$ cat config.mk
export PLATFORM = sky130hd
export DESIGN_NAME = mdu_issue_unit
export DESIGN_NICKNAME = d
export VERILOG_FILES = /design/src/mdu_iq_pkg.sv /design/src/mdu_iq_ctrl.sv /design/src/mdu_iq_entry.sv /design/src/mdu_issue_select.sv /design/src/mdu_issue_unit.sv
export SDC_FILE = /design/constraint.sdc
export NUM_CORES = 1
export LEC_CHECK = 0
export CAP_MARGIN = 30
export CORE_AREA = 2 2 168 170
export DETAILED_ROUTE_END_ITERATION = 6
export DIE_AREA = 0 0 170 172
export DONT_BUFFER_PORTS = 1
export PLACE_DENSITY_LB_ADDON = 0.3
export SLEW_MARGIN = 10
export SYNTH_ARGS = -nofsm -noshare
export SYNTH_HDL_FRONTEND = slang
export SYNTH_HIERARCHICAL = 1
export SYNTH_SLANG_ARGS = --single-unit
$ cat constraint.sdc
create_clock -name clk -period 3.3 [get_ports clk]
set_input_delay 0.66 -clock clk [delete_from_list [all_inputs] [get_ports clk]]
set_output_delay 0.66 -clock clk [all_outputs]
set_load 0.02 [all_outputs]
$ cat src/mdu_iq_pkg.sv
`default_nettype none

package mdu_iq_pkg;

    // queue geometry
    localparam int queue_len   = 8;
    localparam int queue_idx_w = 3;
    localparam int tail_w      = 4;   // holds 0..queue_len

    // register and tag widths
    localparam int preg_w = 6;
    localparam int rob_w  = 5;

    localparam int func_w = 3;

    typedef logic [preg_w-1:0] preg_t;

    // payload that rides through the queue untouched
    typedef struct packed {
        preg_t              pdst;
        preg_t              prs1;
        preg_t              prs2;
        logic [func_w-1:0]  func;    // not decoded here
        logic [rob_w-1:0]   rob_idx;
    } mdu_uop_t;

    // one slot's content
    typedef struct packed {
        mdu_uop_t uop;
        logic     rdy1;   // prs1 available
        logic     rdy2;   // prs2 available
        logic     is_mul; // 0 routes to the divider
    } mdu_entry_t;

    // per-slot control from the queue controller
    typedef struct packed {
        logic enq_en; // load from the enqueue port
        logic cmp_en; // take the neighbor above
    } slot_ctrl_t;

endpackage

`default_nettype wire

$ cat src/mdu_iq_ctrl.sv
`timescale 1ns/1ps
`default_nettype none

module mdu_iq_ctrl
    import mdu_iq_pkg::*;
(
    input  logic                               clk,
    input  logic                               rst,
    input  logic                               flush,
    input  logic                               enq_req,
    input  mdu_entry_t                         enq_data,
    input  logic                               busy_enq_l,
    input  logic                               busy_enq_r,
    input  logic                               deq_req,
    input  logic [queue_idx_w-1:0]             deq_idx,
    output slot_ctrl_t [queue_len-1:0]         slot_ctrl,
    output mdu_entry_t                         enq_entry,
    output logic [queue_len-1:0]               valid_vec,
    output logic                               full
);

    logic [tail_w-1:0] tail;
    logic [tail_w-1:0] base;   // tail once this cycle's dequeue is taken out
    logic              enq_ok;

    assign full   = (tail == tail_w'(queue_len));
    assign enq_ok = enq_req & ~full; // dropped while full even with a dequeue
    assign base   = tail - tail_w'(deq_req);

    // thermometer valid and per-slot load/shift enables
    always_comb begin
        for (int i = 0; i < queue_len; i++) begin
            valid_vec[i]        = (tail > tail_w'(i));
            slot_ctrl[i].enq_en = enq_ok && (base == tail_w'(i));
            slot_ctrl[i].cmp_en = deq_req && (deq_idx <= queue_idx_w'(i));
        end
    end

    // dispatch may already know a source is ready; otherwise ask the scoreboard
    always_comb begin
        enq_entry      = enq_data;
        enq_entry.rdy1 = enq_data.rdy1 | ~busy_enq_l;
        enq_entry.rdy2 = enq_data.rdy2 | ~busy_enq_r;
    end

    always_ff @(posedge clk) begin
        if (rst || flush) begin
            tail <= '0;
        end else begin
            tail <= base + tail_w'(enq_ok);
        end
    end

    // counter must stay in 0..queue_len across any enq/deq mix
    a_tail_range: assert property (
        @(posedge clk) disable iff (rst)
        tail <= tail_w'(queue_len)
    ) else $error("mdu_iq_ctrl: tail %0d beyond queue length", tail);

    // selector must only pick occupied slots
    a_deq_valid: assert property (
        @(posedge clk) disable iff (rst || flush)
        deq_req |-> valid_vec[deq_idx]
    ) else $error("mdu_iq_ctrl: dequeue of empty slot %0d", deq_idx);

endmodule

`default_nettype wire

$ cat src/mdu_iq_entry.sv
`timescale 1ns/1ps
`default_nettype none

module mdu_iq_entry
    import mdu_iq_pkg::*;
(
    input  logic       clk,
    input  logic       rst,
    input  logic       flush,
    input  slot_ctrl_t ctrl,
    input  mdu_entry_t enq_entry,
    input  mdu_entry_t up_entry,
    input  logic       up_rdy1,
    input  logic       up_rdy2,
    input  logic       busy_l,
    input  logic       busy_r,
    output mdu_entry_t entry,
    output logic       rdy1_next,
    output logic       rdy2_next,
    output logic       ready,
    output logic       is_mul
);

    mdu_entry_t nxt;

    // refreshed readiness of the current content also feeds the slot below
    assign rdy1_next = ~busy_l;
    assign rdy2_next = ~busy_r;

    always_comb begin
        if (ctrl.enq_en) begin
            nxt = enq_entry; // wins over a shift into the same slot
        end else if (ctrl.cmp_en) begin
            nxt      = up_entry;
            nxt.rdy1 = up_rdy1;
            nxt.rdy2 = up_rdy2;
        end else begin
            nxt      = entry;
            nxt.rdy1 = rdy1_next;
            nxt.rdy2 = rdy2_next;
        end
    end

    always_ff @(posedge clk) begin
        if (rst || flush) begin
            entry <= '0;
        end else begin
            entry <= nxt;
        end
    end

    assign ready  = entry.rdy1 & entry.rdy2;
    assign is_mul = entry.is_mul;

endmodule

`default_nettype wire

$ cat src/mdu_issue_select.sv
`timescale 1ns/1ps
`default_nettype none

module mdu_issue_select
    import mdu_iq_pkg::*;
(
    input  mdu_entry_t [queue_len-1:0] entries,
    input  logic [queue_len-1:0]       valid_vec,
    input  logic [queue_len-1:0]       ready_vec,
    input  logic [queue_len-1:0]       is_mul_vec,
    input  logic                       mul_busy,
    input  logic                       div_busy,
    output logic                       issue_en,
    output logic [queue_idx_w-1:0]     issue_idx,
    output mdu_uop_t                   issue_uop
);

    logic [queue_len-1:0] unit_free;
    logic [queue_len-1:0] cand;

    // each slot only cares about its own unit
    always_comb begin
        for (int i = 0; i < queue_len; i++) begin
            unit_free[i] = is_mul_vec[i] ? ~mul_busy : ~div_busy;
        end
    end

    assign cand     = valid_vec & ready_vec & unit_free;
    assign issue_en = |cand;

    // scan down so the lowest (oldest) candidate is written last
    always_comb begin
        issue_idx = '0;
        for (int i = queue_len - 1; i >= 0; i--) begin
            if (cand[i]) begin
                issue_idx = queue_idx_w'(i);
            end
        end
    end

    assign issue_uop = entries[issue_idx].uop;

    // uses the stored readiness and unit fields rather than the summary vectors
    always_comb begin
        if (issue_en) begin
            a_issue_legal: assert final (
                valid_vec[issue_idx] &&
                entries[issue_idx].rdy1 && entries[issue_idx].rdy2 &&
                !(entries[issue_idx].is_mul ? mul_busy : div_busy)
            ) else $error("mdu_issue_select: illegal issue from slot %0d", issue_idx);
        end
    end

endmodule

`default_nettype wire

$ cat src/mdu_issue_unit.sv
`timescale 1ns/1ps
`default_nettype none

module mdu_issue_unit
    import mdu_iq_pkg::*;
(
    input  logic                     clk,
    input  logic                     rst,
    input  logic                     flush,
    input  logic                     enq_req,
    input  mdu_entry_t               enq_data,
    input  logic                     mul_busy,
    input  logic                     div_busy,
    input  logic [queue_len:0]       busy_l,
    input  logic [queue_len:0]       busy_r,
    output logic                     ready,
    output logic                     issue_en,
    output mdu_uop_t                 issue_uop,
    output preg_t [queue_len:0]      rd_num_l,
    output preg_t [queue_len:0]      rd_num_r
);

    slot_ctrl_t [queue_len-1:0] slot_ctrl;
    mdu_entry_t                 enq_entry;
    mdu_entry_t [queue_len:0]   slot_q;     // top index is the empty filler
    logic [queue_len:0]         rdy1_nx;
    logic [queue_len:0]         rdy2_nx;
    logic [queue_len-1:0]       valid_vec;
    logic [queue_len-1:0]       ready_vec;
    logic [queue_len-1:0]       is_mul_vec;
    logic [queue_idx_w-1:0]     issue_idx;
    logic                       full;

    assign ready = ~full;

    // nothing above the last slot
    assign slot_q[queue_len]  = '0;
    assign rdy1_nx[queue_len] = 1'b0;
    assign rdy2_nx[queue_len] = 1'b0;

    // enqueue port lookup sits at the top index
    assign rd_num_l[queue_len] = enq_data.uop.prs1;
    assign rd_num_r[queue_len] = enq_data.uop.prs2;

    mdu_iq_ctrl u_ctrl (
        .clk        (clk),
        .rst        (rst),
        .flush      (flush),
        .enq_req    (enq_req),
        .enq_data   (enq_data),
        .busy_enq_l (busy_l[queue_len]),
        .busy_enq_r (busy_r[queue_len]),
        .deq_req    (issue_en),
        .deq_idx    (issue_idx),
        .slot_ctrl  (slot_ctrl),
        .enq_entry  (enq_entry),
        .valid_vec  (valid_vec),
        .full       (full)
    );

    for (genvar i = 0; i < queue_len; i++) begin : g_slot
        mdu_iq_entry u_entry (
            .clk       (clk),
            .rst       (rst),
            .flush     (flush),
            .ctrl      (slot_ctrl[i]),
            .enq_entry (enq_entry),
            .up_entry  (slot_q[i+1]),
            .up_rdy1   (rdy1_nx[i+1]),
            .up_rdy2   (rdy2_nx[i+1]),
            .busy_l    (busy_l[i]),
            .busy_r    (busy_r[i]),
            .entry     (slot_q[i]),
            .rdy1_next (rdy1_nx[i]),
            .rdy2_next (rdy2_nx[i]),
            .ready     (ready_vec[i]),
            .is_mul    (is_mul_vec[i])
        );

        assign rd_num_l[i] = slot_q[i].uop.prs1;
        assign rd_num_r[i] = slot_q[i].uop.prs2;
    end

    mdu_issue_select u_select (
        .entries    (slot_q[queue_len-1:0]),
        .valid_vec  (valid_vec),
        .ready_vec  (ready_vec),
        .is_mul_vec (is_mul_vec),
        .mul_busy   (mul_busy),
        .div_busy   (div_busy),
        .issue_en   (issue_en),
        .issue_idx  (issue_idx),
        .issue_uop  (issue_uop)
    );

endmodule

`default_nettype wire

==> results.sh, run 1 <==
export IMPL_area_growth_pct=22.01
export IMPL_die_width_um=170
export IMPL_wl_mm=50.85
export IMPL_worstPathCellList="mux2i_1 > and3_1 > buf_4 > a21oi_1 > o21ai_0 > o21ai_0 > a211oi_4 > buf_6"
export IMPL_antenna_found_initial=0
export IMPL_hpwlAfterDp_mm=31.03
export IMPL_grt_overflow_total=0
export IMPL_ir_drop_uv=386.3
export IMPL_rr_endpoint="g_slot[4].u_entry/entry[28]$_SDFFE_PP0P_"
export IMPL_dr_total_vias=12542
export IMPL_clockBufferDepth=3
export IMPL_yosys_warnings=6
export IMPL_timing_rr_start="u_ctrl/tail[2]$_SDFF_PP0_"
export IMPL_initial_core_util_pct=55.36
export IMPL_antenna_cells=0
export IMPL_nets=1602
export IMPL_placed_area_mm2=0.01608
export IMPL_rsz0062_at_grt="true"
export IMPL_postLayoutCoreUtil_pct=67.54
export IMPL_end_kind="output pin"
export IMPL_route_detailed_drc=0
export IMPL_stdcell_area_mm2=0.01856
export IMPL_critPathTopFamily="compound AO/OA/AOI/OAI gates"
export IMPL_timing_critical_path_mode_cell="o21ai_0"
export IMPL_drive_above_1_share_pct=37.59
export IMPL_critical_path_depth=8
export IMPL_final_setup_tns_ns=-6.814
export IMPL_drt_pass1_iterations=5
export IMPL_required_ns=2.64
export IMPL_worst_slack_ns=-0.4191
export IMPL_initialDrtViolationCount=1208
export IMPL_r2r_setup_slack_ns=-0.04
export IMPL_p_total_uw=6719
export IMPL_violations="setup timing"
export IMPL_die_area_mm2=0.02924
export IMPL_final_cell_mix="236 x nand2b_1, 231 x dfxtp_1, 216 x o211a_1"
export IMPL_critPathArrivalTime_ns=3.06
export IMPL_tightest_slew_ns=0.9485
export IMPL_slew_headroom_pct=36.70
export IMPL_cpMaxStageDelayCell="buf_4"
export IMPL_dr_wl_met2_mm=23.72
export IMPL_numPortBuffers=0
export IMPL_min_period_ns=3.719
export IMPL_drv_cap=0
export IMPL_core_area_mm2=0.02748
export IMPL_path_class="flop to output pin"
export IMPL_numCtsBuffers=28
export IMPL_hp_start="flush"
export IMPL_timing_fmax_mhz=268.9
export IMPL_status="complete, but fails checks"
export IMPL_vias_per_cell=6.556
export IMPL_grt_usage_pct=31.85
export IMPL_hold_slack_ns=0.1810
export IMPL_wl_per_cell_um=26.58
export IMPL_dr_max_layer_used="met4"
export IMPL_root_buffer="clkbuf_16"
export IMPL_ant_nets=0
export IMPL_final_common_cell="nand2b_1"
export IMPL_io_pins=189
export IMPL_grt_max_degree=59
export IMPL_grt_pass1_wl_mm=72.45
export IMPL_syn_area_per_cell_um2=10.17
export IMPL_setup_violations_final=44
export IMPL_ctsHtreeMaxLevel=1
export IMPL_netlist_area_mm2=0.01521
export IMPL_clk_pin_slew_ns=0.06
export IMPL_slowest_delay_ns=0.41
export IMPL_fin_crit_sh_pct=112.7
export IMPL_pwr_density_cell_mw_per_mm2=362.0
export IMPL_netlist_instances=1495
export IMPL_p_leak_uw=0.009983
export IMPL_place_congestion=0.8844
export IMPL_num_rows=61
export IMPL_min_path_type="input port to flop"
export IMPL_cts_tree="built"
export IMPL_hold_buffers=0
export IMPL_hold_viol=0
export IMPL_slew_violations=0
export IMPL_path_max_fanout=27
export IMPL_die_h_um=172
export IMPL_startpoint_type="flop"
export IMPL_m1WireLength_mm=20.35
export IMPL_worstRegToRegCells=17
export IMPL_worst_clock_skew_ns=0.01342
export IMPL_path_buf_inv=2
export IMPL_min_path_cells=1
export IMPL_wl_met3_mm=4.943
export IMPL_grt_pass1_vias=12232
export IMPL_hold_end="u_ctrl/tail[1]$_SDFF_PP0_"
export IMPL_cts_sinks=236
export IMPL_clk_latency_ns=0.55
[worst max path at each step]
stage / start / endpoint / slack (ns)
after floorplan: u_ctrl/tail[2]$_SDFF_PP0_ / g_slot[7].u_entry/entry[22]$_SDFFE_PP0P_ / 0.005
after global placement: mul_busy / issue_uop[7] / -0.09
after detailed placement: mul_busy / issue_uop[7] / -0.11
after CTS: u_ctrl/tail[2]$_SDFF_PP0_ / issue_uop[4] / -0.28
after global routing: g_slot[0].u_entry/is_mul$_SDFFE_PP0P_ / issue_uop[7] / -0.41
final: g_slot[0].u_entry/is_mul$_SDFFE_PP0P_ / issue_uop[7] / -0.42
[per-stage QoR]
step | std cells | worst slack [ns]
final | 1913 | -0.4191
after CTS | 1879 | -0.2756
after global routing | 1913 | -0.4137
after detailed placement | 1811 | -0.1097
after floorplan | 1523 | 0.005049
after global placement | 1810 | -0.08602
[worst reg2reg max path, cell delays in order, from the launching register on]
cell	delay, ns
dfxtp_2	0.34
buf_6	0.11
a21o_1	0.13
o21a_1	0.12
and2_4	0.16
a211oi_4	0.06
buf_4	0.15
o211a_4	0.24
o21ai_4	0.19
clkinv_4	0.18
buf_16	0.21
buf_8	0.14
o21a_1	0.20
nor2_4	0.19
buf_6	0.13
buf_12	0.15
mux2_4	0.32
o211a_1	0.22
[metal layers]
layer / vias to the layer above / GRT usage (%)
met1: 6287 / 39.87
met3: 119 / 7.073
met5: - / 0
met4: 0 / 11.74
met2: 667 / 53.93
li1: 5469 / -
[report_power, final]
| group | leakage (µW) | internal, µW | total [µW] | switching [µW] |
|---|---|---|---|---|
| clock | 0.000492 | 2080 | 3390 | 1310 |
| combinational | 0.00758 | 188 | 403 | 214 |
| sequential | 0.00191 | 2880 | 2930 | 43.1 |
[what timing repair did]
item | in CTS | in global routing
resized for setup | 113 | 85
buffers inserted | 14 | 25
endpoints found under the setup margin | 26 | 213
gates cloned | 4 | 10
pin swaps | 49 | 45
[registers in the layout (all words and copies together), names as in the netlist]
register               count
g_slot.u_entry/is_mul      8
u_ctrl/tail                4
g_slot.u_entry/entry     224
[final cells by class]
type / instances / area, µm²
Multi-Input combinational cell: 1083 / 10190
Fill cell: 1983 / 8919
Sequential cell: 236 / 4731
Timing Repair Buffer: 172 / 2095
Clock buffer: 36 / 792.0
Tap cell: 346 / 432.9
Clock inverter: 16 / 220.2
Inverter: 24 / 97.59
Power figures use the tool's default switching activity.
==> inputs of run 2 (changes only) <==
clock period = 4.6 ns   (was 3.3 ns; I/O delays follow)
==> run 2 against run 1 <==
Compared with the run above:
- the run now ends clean
- setup slack better by 0.56 ns
- die area stayed put
- global-route usage fell by 1.8 points
- combinational power decreased by 35%
- highest routed layer unchanged
==> results.sh, run 2 (same netlist as run 1, synthesis figures left out) <==
export IMPL_wl_met3_mm=3.637
export IMPL_path_buf_inv=3
export IMPL_grt_pass1_wl_mm=68.73
export IMPL_slew_headroom_pct=36.18
export IMPL_internal_power_uw=3574
export IMPL_cts_setup_buffers=0
export IMPL_dr_wl_met2_mm=21.05
export IMPL_final_common_cell="nand2b_1"
export IMPL_wl_per_cell_um=24.63
export IMPL_initialDrtViolationCount=1075
export IMPL_dr_total_vias=11608
export IMPL_grt_overflow_total=0
export IMPL_cts_tree="built"
export IMPL_root_buffer="clkbuf_16"
export IMPL_area_growth_pct=7.461
export IMPL_cts_sinks=236
export IMPL_initial_core_util_pct=55.36
export IMPL_die_h_um=172
export IMPL_m1WireLength_mm=18.64
export IMPL_io_pins=189
export IMPL_path_max_fanout=16
export IMPL_p_total_uw=4640
export IMPL_ir_drop_uv=325.0
export IMPL_min_period_ns=4.461
export IMPL_largest_register="g_slot.u_entry/entry"
export IMPL_route_detailed_drc=0
export IMPL_postLayoutCoreUtil_pct=59.49
export IMPL_clk_pin_slew_ns=0.06
export IMPL_power_frac_clock_pct=49.2
export IMPL_critPathTopFamily="simple AND/OR/NAND/NOR gates"
export IMPL_path_class="flop to output pin"
export IMPL_clk_latency_ns=0.54
export IMPL_critPathArrivalTime_ns=3.54
export IMPL_timing_fmax_mhz=224.2
export IMPL_rsz0062_at_grt="false"
export IMPL_numCtsBuffers=27
export IMPL_slowest_delay_ns=0.45
export IMPL_worst_slack_ns=0.1388
export IMPL_ant_nets=0
export IMPL_hp_start="rst"
export IMPL_die_width_um=170
export IMPL_drt_pass1_iterations=5
export IMPL_num_rows=61
export IMPL_vias_per_cell=6.399
export IMPL_p_leak_uw=0.009208
export IMPL_cpMaxStageDelayCell="or2_2"
export IMPL_worstPathCellList="or2_2 > a21o_1 > nand2_1 > or2_1 > buf_4 > nand4_1 > or2_2 > buf_4 > a211oi_1 > a211oi_1 > buf_4"
export IMPL_timing_rr_start="u_ctrl/tail[2]$_SDFF_PP0_"
export IMPL_dp_cells=1767
export IMPL_grt_usage_pct=30.01
export IMPL_grt_pass1_vias=11645
export IMPL_die_area_mm2=0.02924
export IMPL_place_congestion=0.8618
export IMPL_startpoint_type="flop"
export IMPL_grt_max_degree=59
export IMPL_end_kind="output pin"
export IMPL_min_path_type="input port to flop"
export IMPL_p_sw_share_pct=22.98
export IMPL_final_setup_tns_ns=0
export IMPL_setup_violations_final=0
export IMPL_worst_clock_skew_ns=0.01356
export IMPL_numPortBuffers=0
export IMPL_timing_critical_path_mode_cell="buf_4"
export IMPL_required_ns=3.68
export IMPL_dr_max_layer_used="met4"
export IMPL_crit_start="u_ctrl/tail[2]$_SDFF_PP0_"
export IMPL_slew_violations=0
export IMPL_largest_register_ffs=224
export IMPL_core_area_mm2=0.02748
export IMPL_hold_viol=0
export IMPL_preCtsSetupSlack_ns=0.6142
export IMPL_pwr_density_cell_mw_per_mm2=283.9
export IMPL_tightest_slew_ns=0.9551
export IMPL_fin_crit_sh_pct=96.98
export IMPL_wl_mm=44.69
export IMPL_pwr_share_seq_pct=45.2
export IMPL_ctsHtreeMaxLevel=1
export IMPL_final_cell_mix="237 x nand2b_1, 236 x dfxtp_1, 217 x o211a_1"
export IMPL_hpwlAfterDp_mm=28.97
export IMPL_cts_resized=0
export IMPL_clockBufferDepth=3
export IMPL_fin_cells=1814
export IMPL_drv_cap=0
export IMPL_drive_above_1_share_pct=25.95
export IMPL_status="finished clean"
export IMPL_antenna_found_initial=1
export IMPL_antenna_cells=0
export IMPL_comb_power_share_pct=5.6
export IMPL_r2r_setup_slack_ns=0.57
export IMPL_switchingPower_uw=1066
export IMPL_nets=1507
export IMPL_hold_buffers=0
run 2: metrics by stage:
stage	hold WS, ns	area (µm²)
after floorplan	0.5722	15310
after global placement	0.5869	15420
after detailed placement	0.5908	15420
after CTS	0.4362	16340
after global routing	0.4469	16340
final	0.4491	16340
run 2: path summary, 6_finish.rpt:
check	end	cells past startpoint
min reg2reg	g_slot[0].u_entry/entry[24]$_SDFFE_PP0P_	2
max reg2reg	g_slot[2].u_entry/is_mul$_SDFFE_PP0P_	13
min	u_ctrl/tail[2]$_SDFF_PP0_	1
max	issue_uop[18]	11
run 2: cell type report:
| type | instances | area, µm² |
|---|---|---|
| sequential | 236 | 4725 |
| clock inverter | 10 | 152.6 |
| clock buffer | 37 | 773.2 |
| multi-input combinational | 1082 | 9488 |
| tap | 346 | 432.9 |
| fill | 2386 | 11130 |
| inverter | 24 | 92.59 |
| timing repair buffer | 79 | 680.7 |
run 2: metal layers:
layer | vias to the layer above | global-route usage, %
met3 | 92 | 6.683
met5 | - | 0
met4 | 0 | 10.44
li1 | 5283 | -
met1 | 5795 | 37.75
met2 | 438 | 50.88
run 2: power by group through the flow:
stage                     registers, µW  clock network [µW]  logic [µW]
after global placement             2140                   0         253
after detailed placement           2140                   0         258
after CTS                          2100                2310         259
after floorplan                    2130                   0         227
final                              2100                2280         262
after global routing               2100                2390         277
==> inputs of run 3 (changes only) <==
clock period = 4.8 ns   (was 4.6 ns; I/O delays follow)
==> run 3 against run 2 <==
Compared with the run above:
- setup slack improved by 0.085 ns
- combinational power decreased by 5%
- clock skew decreased by 0.0045 ns
- register-to-register slack improved by 0.22 ns
- final cell count about the same
- clock-buffer cell count increased by 4
- critical path type unchanged
- largest power group is now sequential cells
==> results.sh, run 3 (same netlist as run 1, synthesis figures left out) <==
export IMPL_status="finished clean"
export IMPL_drive_above_1_share_pct=25.49
export IMPL_initialDrtViolationCount=925
export IMPL_root_buffer="clkbuf_16"
export IMPL_cts_setup_buffers=0
export IMPL_final_cell_mix="237 x nand2b_1, 236 x dfxtp_1, 217 x o211a_1"
export IMPL_drt_pass1_iterations=5
export IMPL_critPathTopFamily="compound AO/OA/AOI/OAI gates"
export IMPL_vias_per_cell=6.493
export IMPL_largest_register_ffs=224
export IMPL_place_congestion=0.8673
export IMPL_grt_max_degree=59
export IMPL_num_rows=61
export IMPL_clockBufferDepth=3
export IMPL_postLayoutCoreUtil_pct=59.18
export IMPL_placed_area_mm2=0.01543
export IMPL_final_common_cell="nand2b_1"
export IMPL_fin_crit_sh_pct=95.33
export IMPL_critPathArrivalTime_ns=3.62
export IMPL_route_detailed_drc=0
export IMPL_path_buf_inv=3
export IMPL_cts_tree="built"
export IMPL_path_max_fanout=18
export IMPL_largest_register="g_slot.u_entry/entry"
export IMPL_p_total_uw=4256
export IMPL_core_area_mm2=0.02748
export IMPL_ctsHtreeMaxLevel=1
export IMPL_die_area_mm2=0.02924
export IMPL_initial_core_util_pct=55.36
export IMPL_area_growth_pct=6.918
export IMPL_timing_critical_path_mode_cell="buf_4"
export IMPL_startpoint_type="flop"
export IMPL_setup_violations_final=0
export IMPL_die_h_um=172
export IMPL_hpwlAfterDp_mm=29.19
export IMPL_grt_overflow_total=0
export IMPL_timing_fmax_mhz=218.5
export IMPL_worst_clock_skew_ns=0.009076
export IMPL_slowest_delay_ns=0.43
export IMPL_numPortBuffers=0
export IMPL_worstPathCellList="or2_2 > a21o_1 > nand2_1 > or2_1 > o211a_1 > o21ai_4 > inv_2 > buf_4 > a21oi_1 > a211oi_1 > buf_4"
export IMPL_wl_mm=44.72
export IMPL_p_leak_uw=0.009168
export IMPL_final_setup_tns_ns=0
export IMPL_hold_viol=0
export IMPL_wl_per_cell_um=24.67
export IMPL_ant_nets=0
export IMPL_numCtsBuffers=28
export IMPL_cts_sinks=236
export IMPL_slew_headroom_pct=36.52
export IMPL_die_width_um=170
export IMPL_grt_usage_pct=29.93
export IMPL_ir_drop_uv=248.2
export IMPL_clk_pin_slew_ns=0.05
export IMPL_stdcell_area_mm2=0.01626
export IMPL_grt_pass1_wl_mm=68.55
export IMPL_grt_pass1_vias=11687
export IMPL_dr_total_vias=11772
export IMPL_min_path_type="input port to flop"
export IMPL_end_kind="output pin"
export IMPL_antenna_cells=0
export IMPL_cts_resized=0
export IMPL_io_pins=189
export IMPL_slew_violations=0
export IMPL_clk_latency_ns=0.54
export IMPL_hold_slack_ns=0.4925
export IMPL_path_class="flop to output pin"
export IMPL_rsz0062_at_grt="false"
export IMPL_hold_buffers=0
export IMPL_nets=1509
export IMPL_cpMaxStageDelayCell="dfxtp_1"
export IMPL_antenna_found_initial=0
export IMPL_drv_cap=0
export IMPL_required_ns=3.84
export IMPL_min_period_ns=4.576
export IMPL_pwr_density_cell_mw_per_mm2=261.7
export IMPL_tightest_slew_ns=0.9522
[run 3: cell count changes in the layout (fill, tap and decap cells not counted), moves of 2 or more]
cell       delta
clkinv_2      -2
bufinv_16     -3
clkbuf_1      +6
clkbuf_16     +2
clkbuf_8      -4
[run 3: worst paths after layout]
check | depth (start not counted) | slack [ns] | to | startpoint
worst max register to register | 14 | 0.79 | g_slot[2].u_entry/entry[3]$_SDFFE_PP0P_ | u_ctrl/tail[2]$_SDFF_PP0_
worst min-delay path | 1 | 0.49 | u_ctrl/tail[1]$_SDFF_PP0_ | flush
worst max-delay path | 11 | 0.22 | issue_uop[2] | u_ctrl/tail[2]$_SDFF_PP0_
worst min register to register | 2 | 0.62 | g_slot[0].u_entry/entry[23]$_SDFFE_PP0P_ | g_slot[0].u_entry/entry[23]$_SDFFE_PP0P_
[run 3: stage by stage]
stage               setup slack [ns]  cells
global placement              0.7173   1768
floorplan                      1.011   1523
global route                  0.1979   1813
detailed placement            0.6731   1768
finish                        0.2241   1813
CTS                           0.3046   1813
[run 3: per-layer routing]
layer	part of all wire (%)	track usage (%)	up-vias
li1	-	-	5273
met1	41	37.51	5902
met2	48	51.48	496
met3	7.9	6.157	101
met4	2.9	9.996	0
met5	0	0	-
[run 3: layout make-up]
cell class              instances  area, µm²
inverters                      24      92.59
flip-flops and latches        236       4725
multi-input cells            1082       9488
clock buffers                  41      790.8
well taps                     346      432.9
fillers                      2319      11210
clock inverters                 4      45.04
repair buffers                 80      688.2
[run 3: where the power goes]
part / internal (µW) / switching (µW) / total (µW)
Combinational: 113 / 135 / 248
Clock: 1180 / 820 / 2000
Sequential: 1980 / 28.4 / 2010
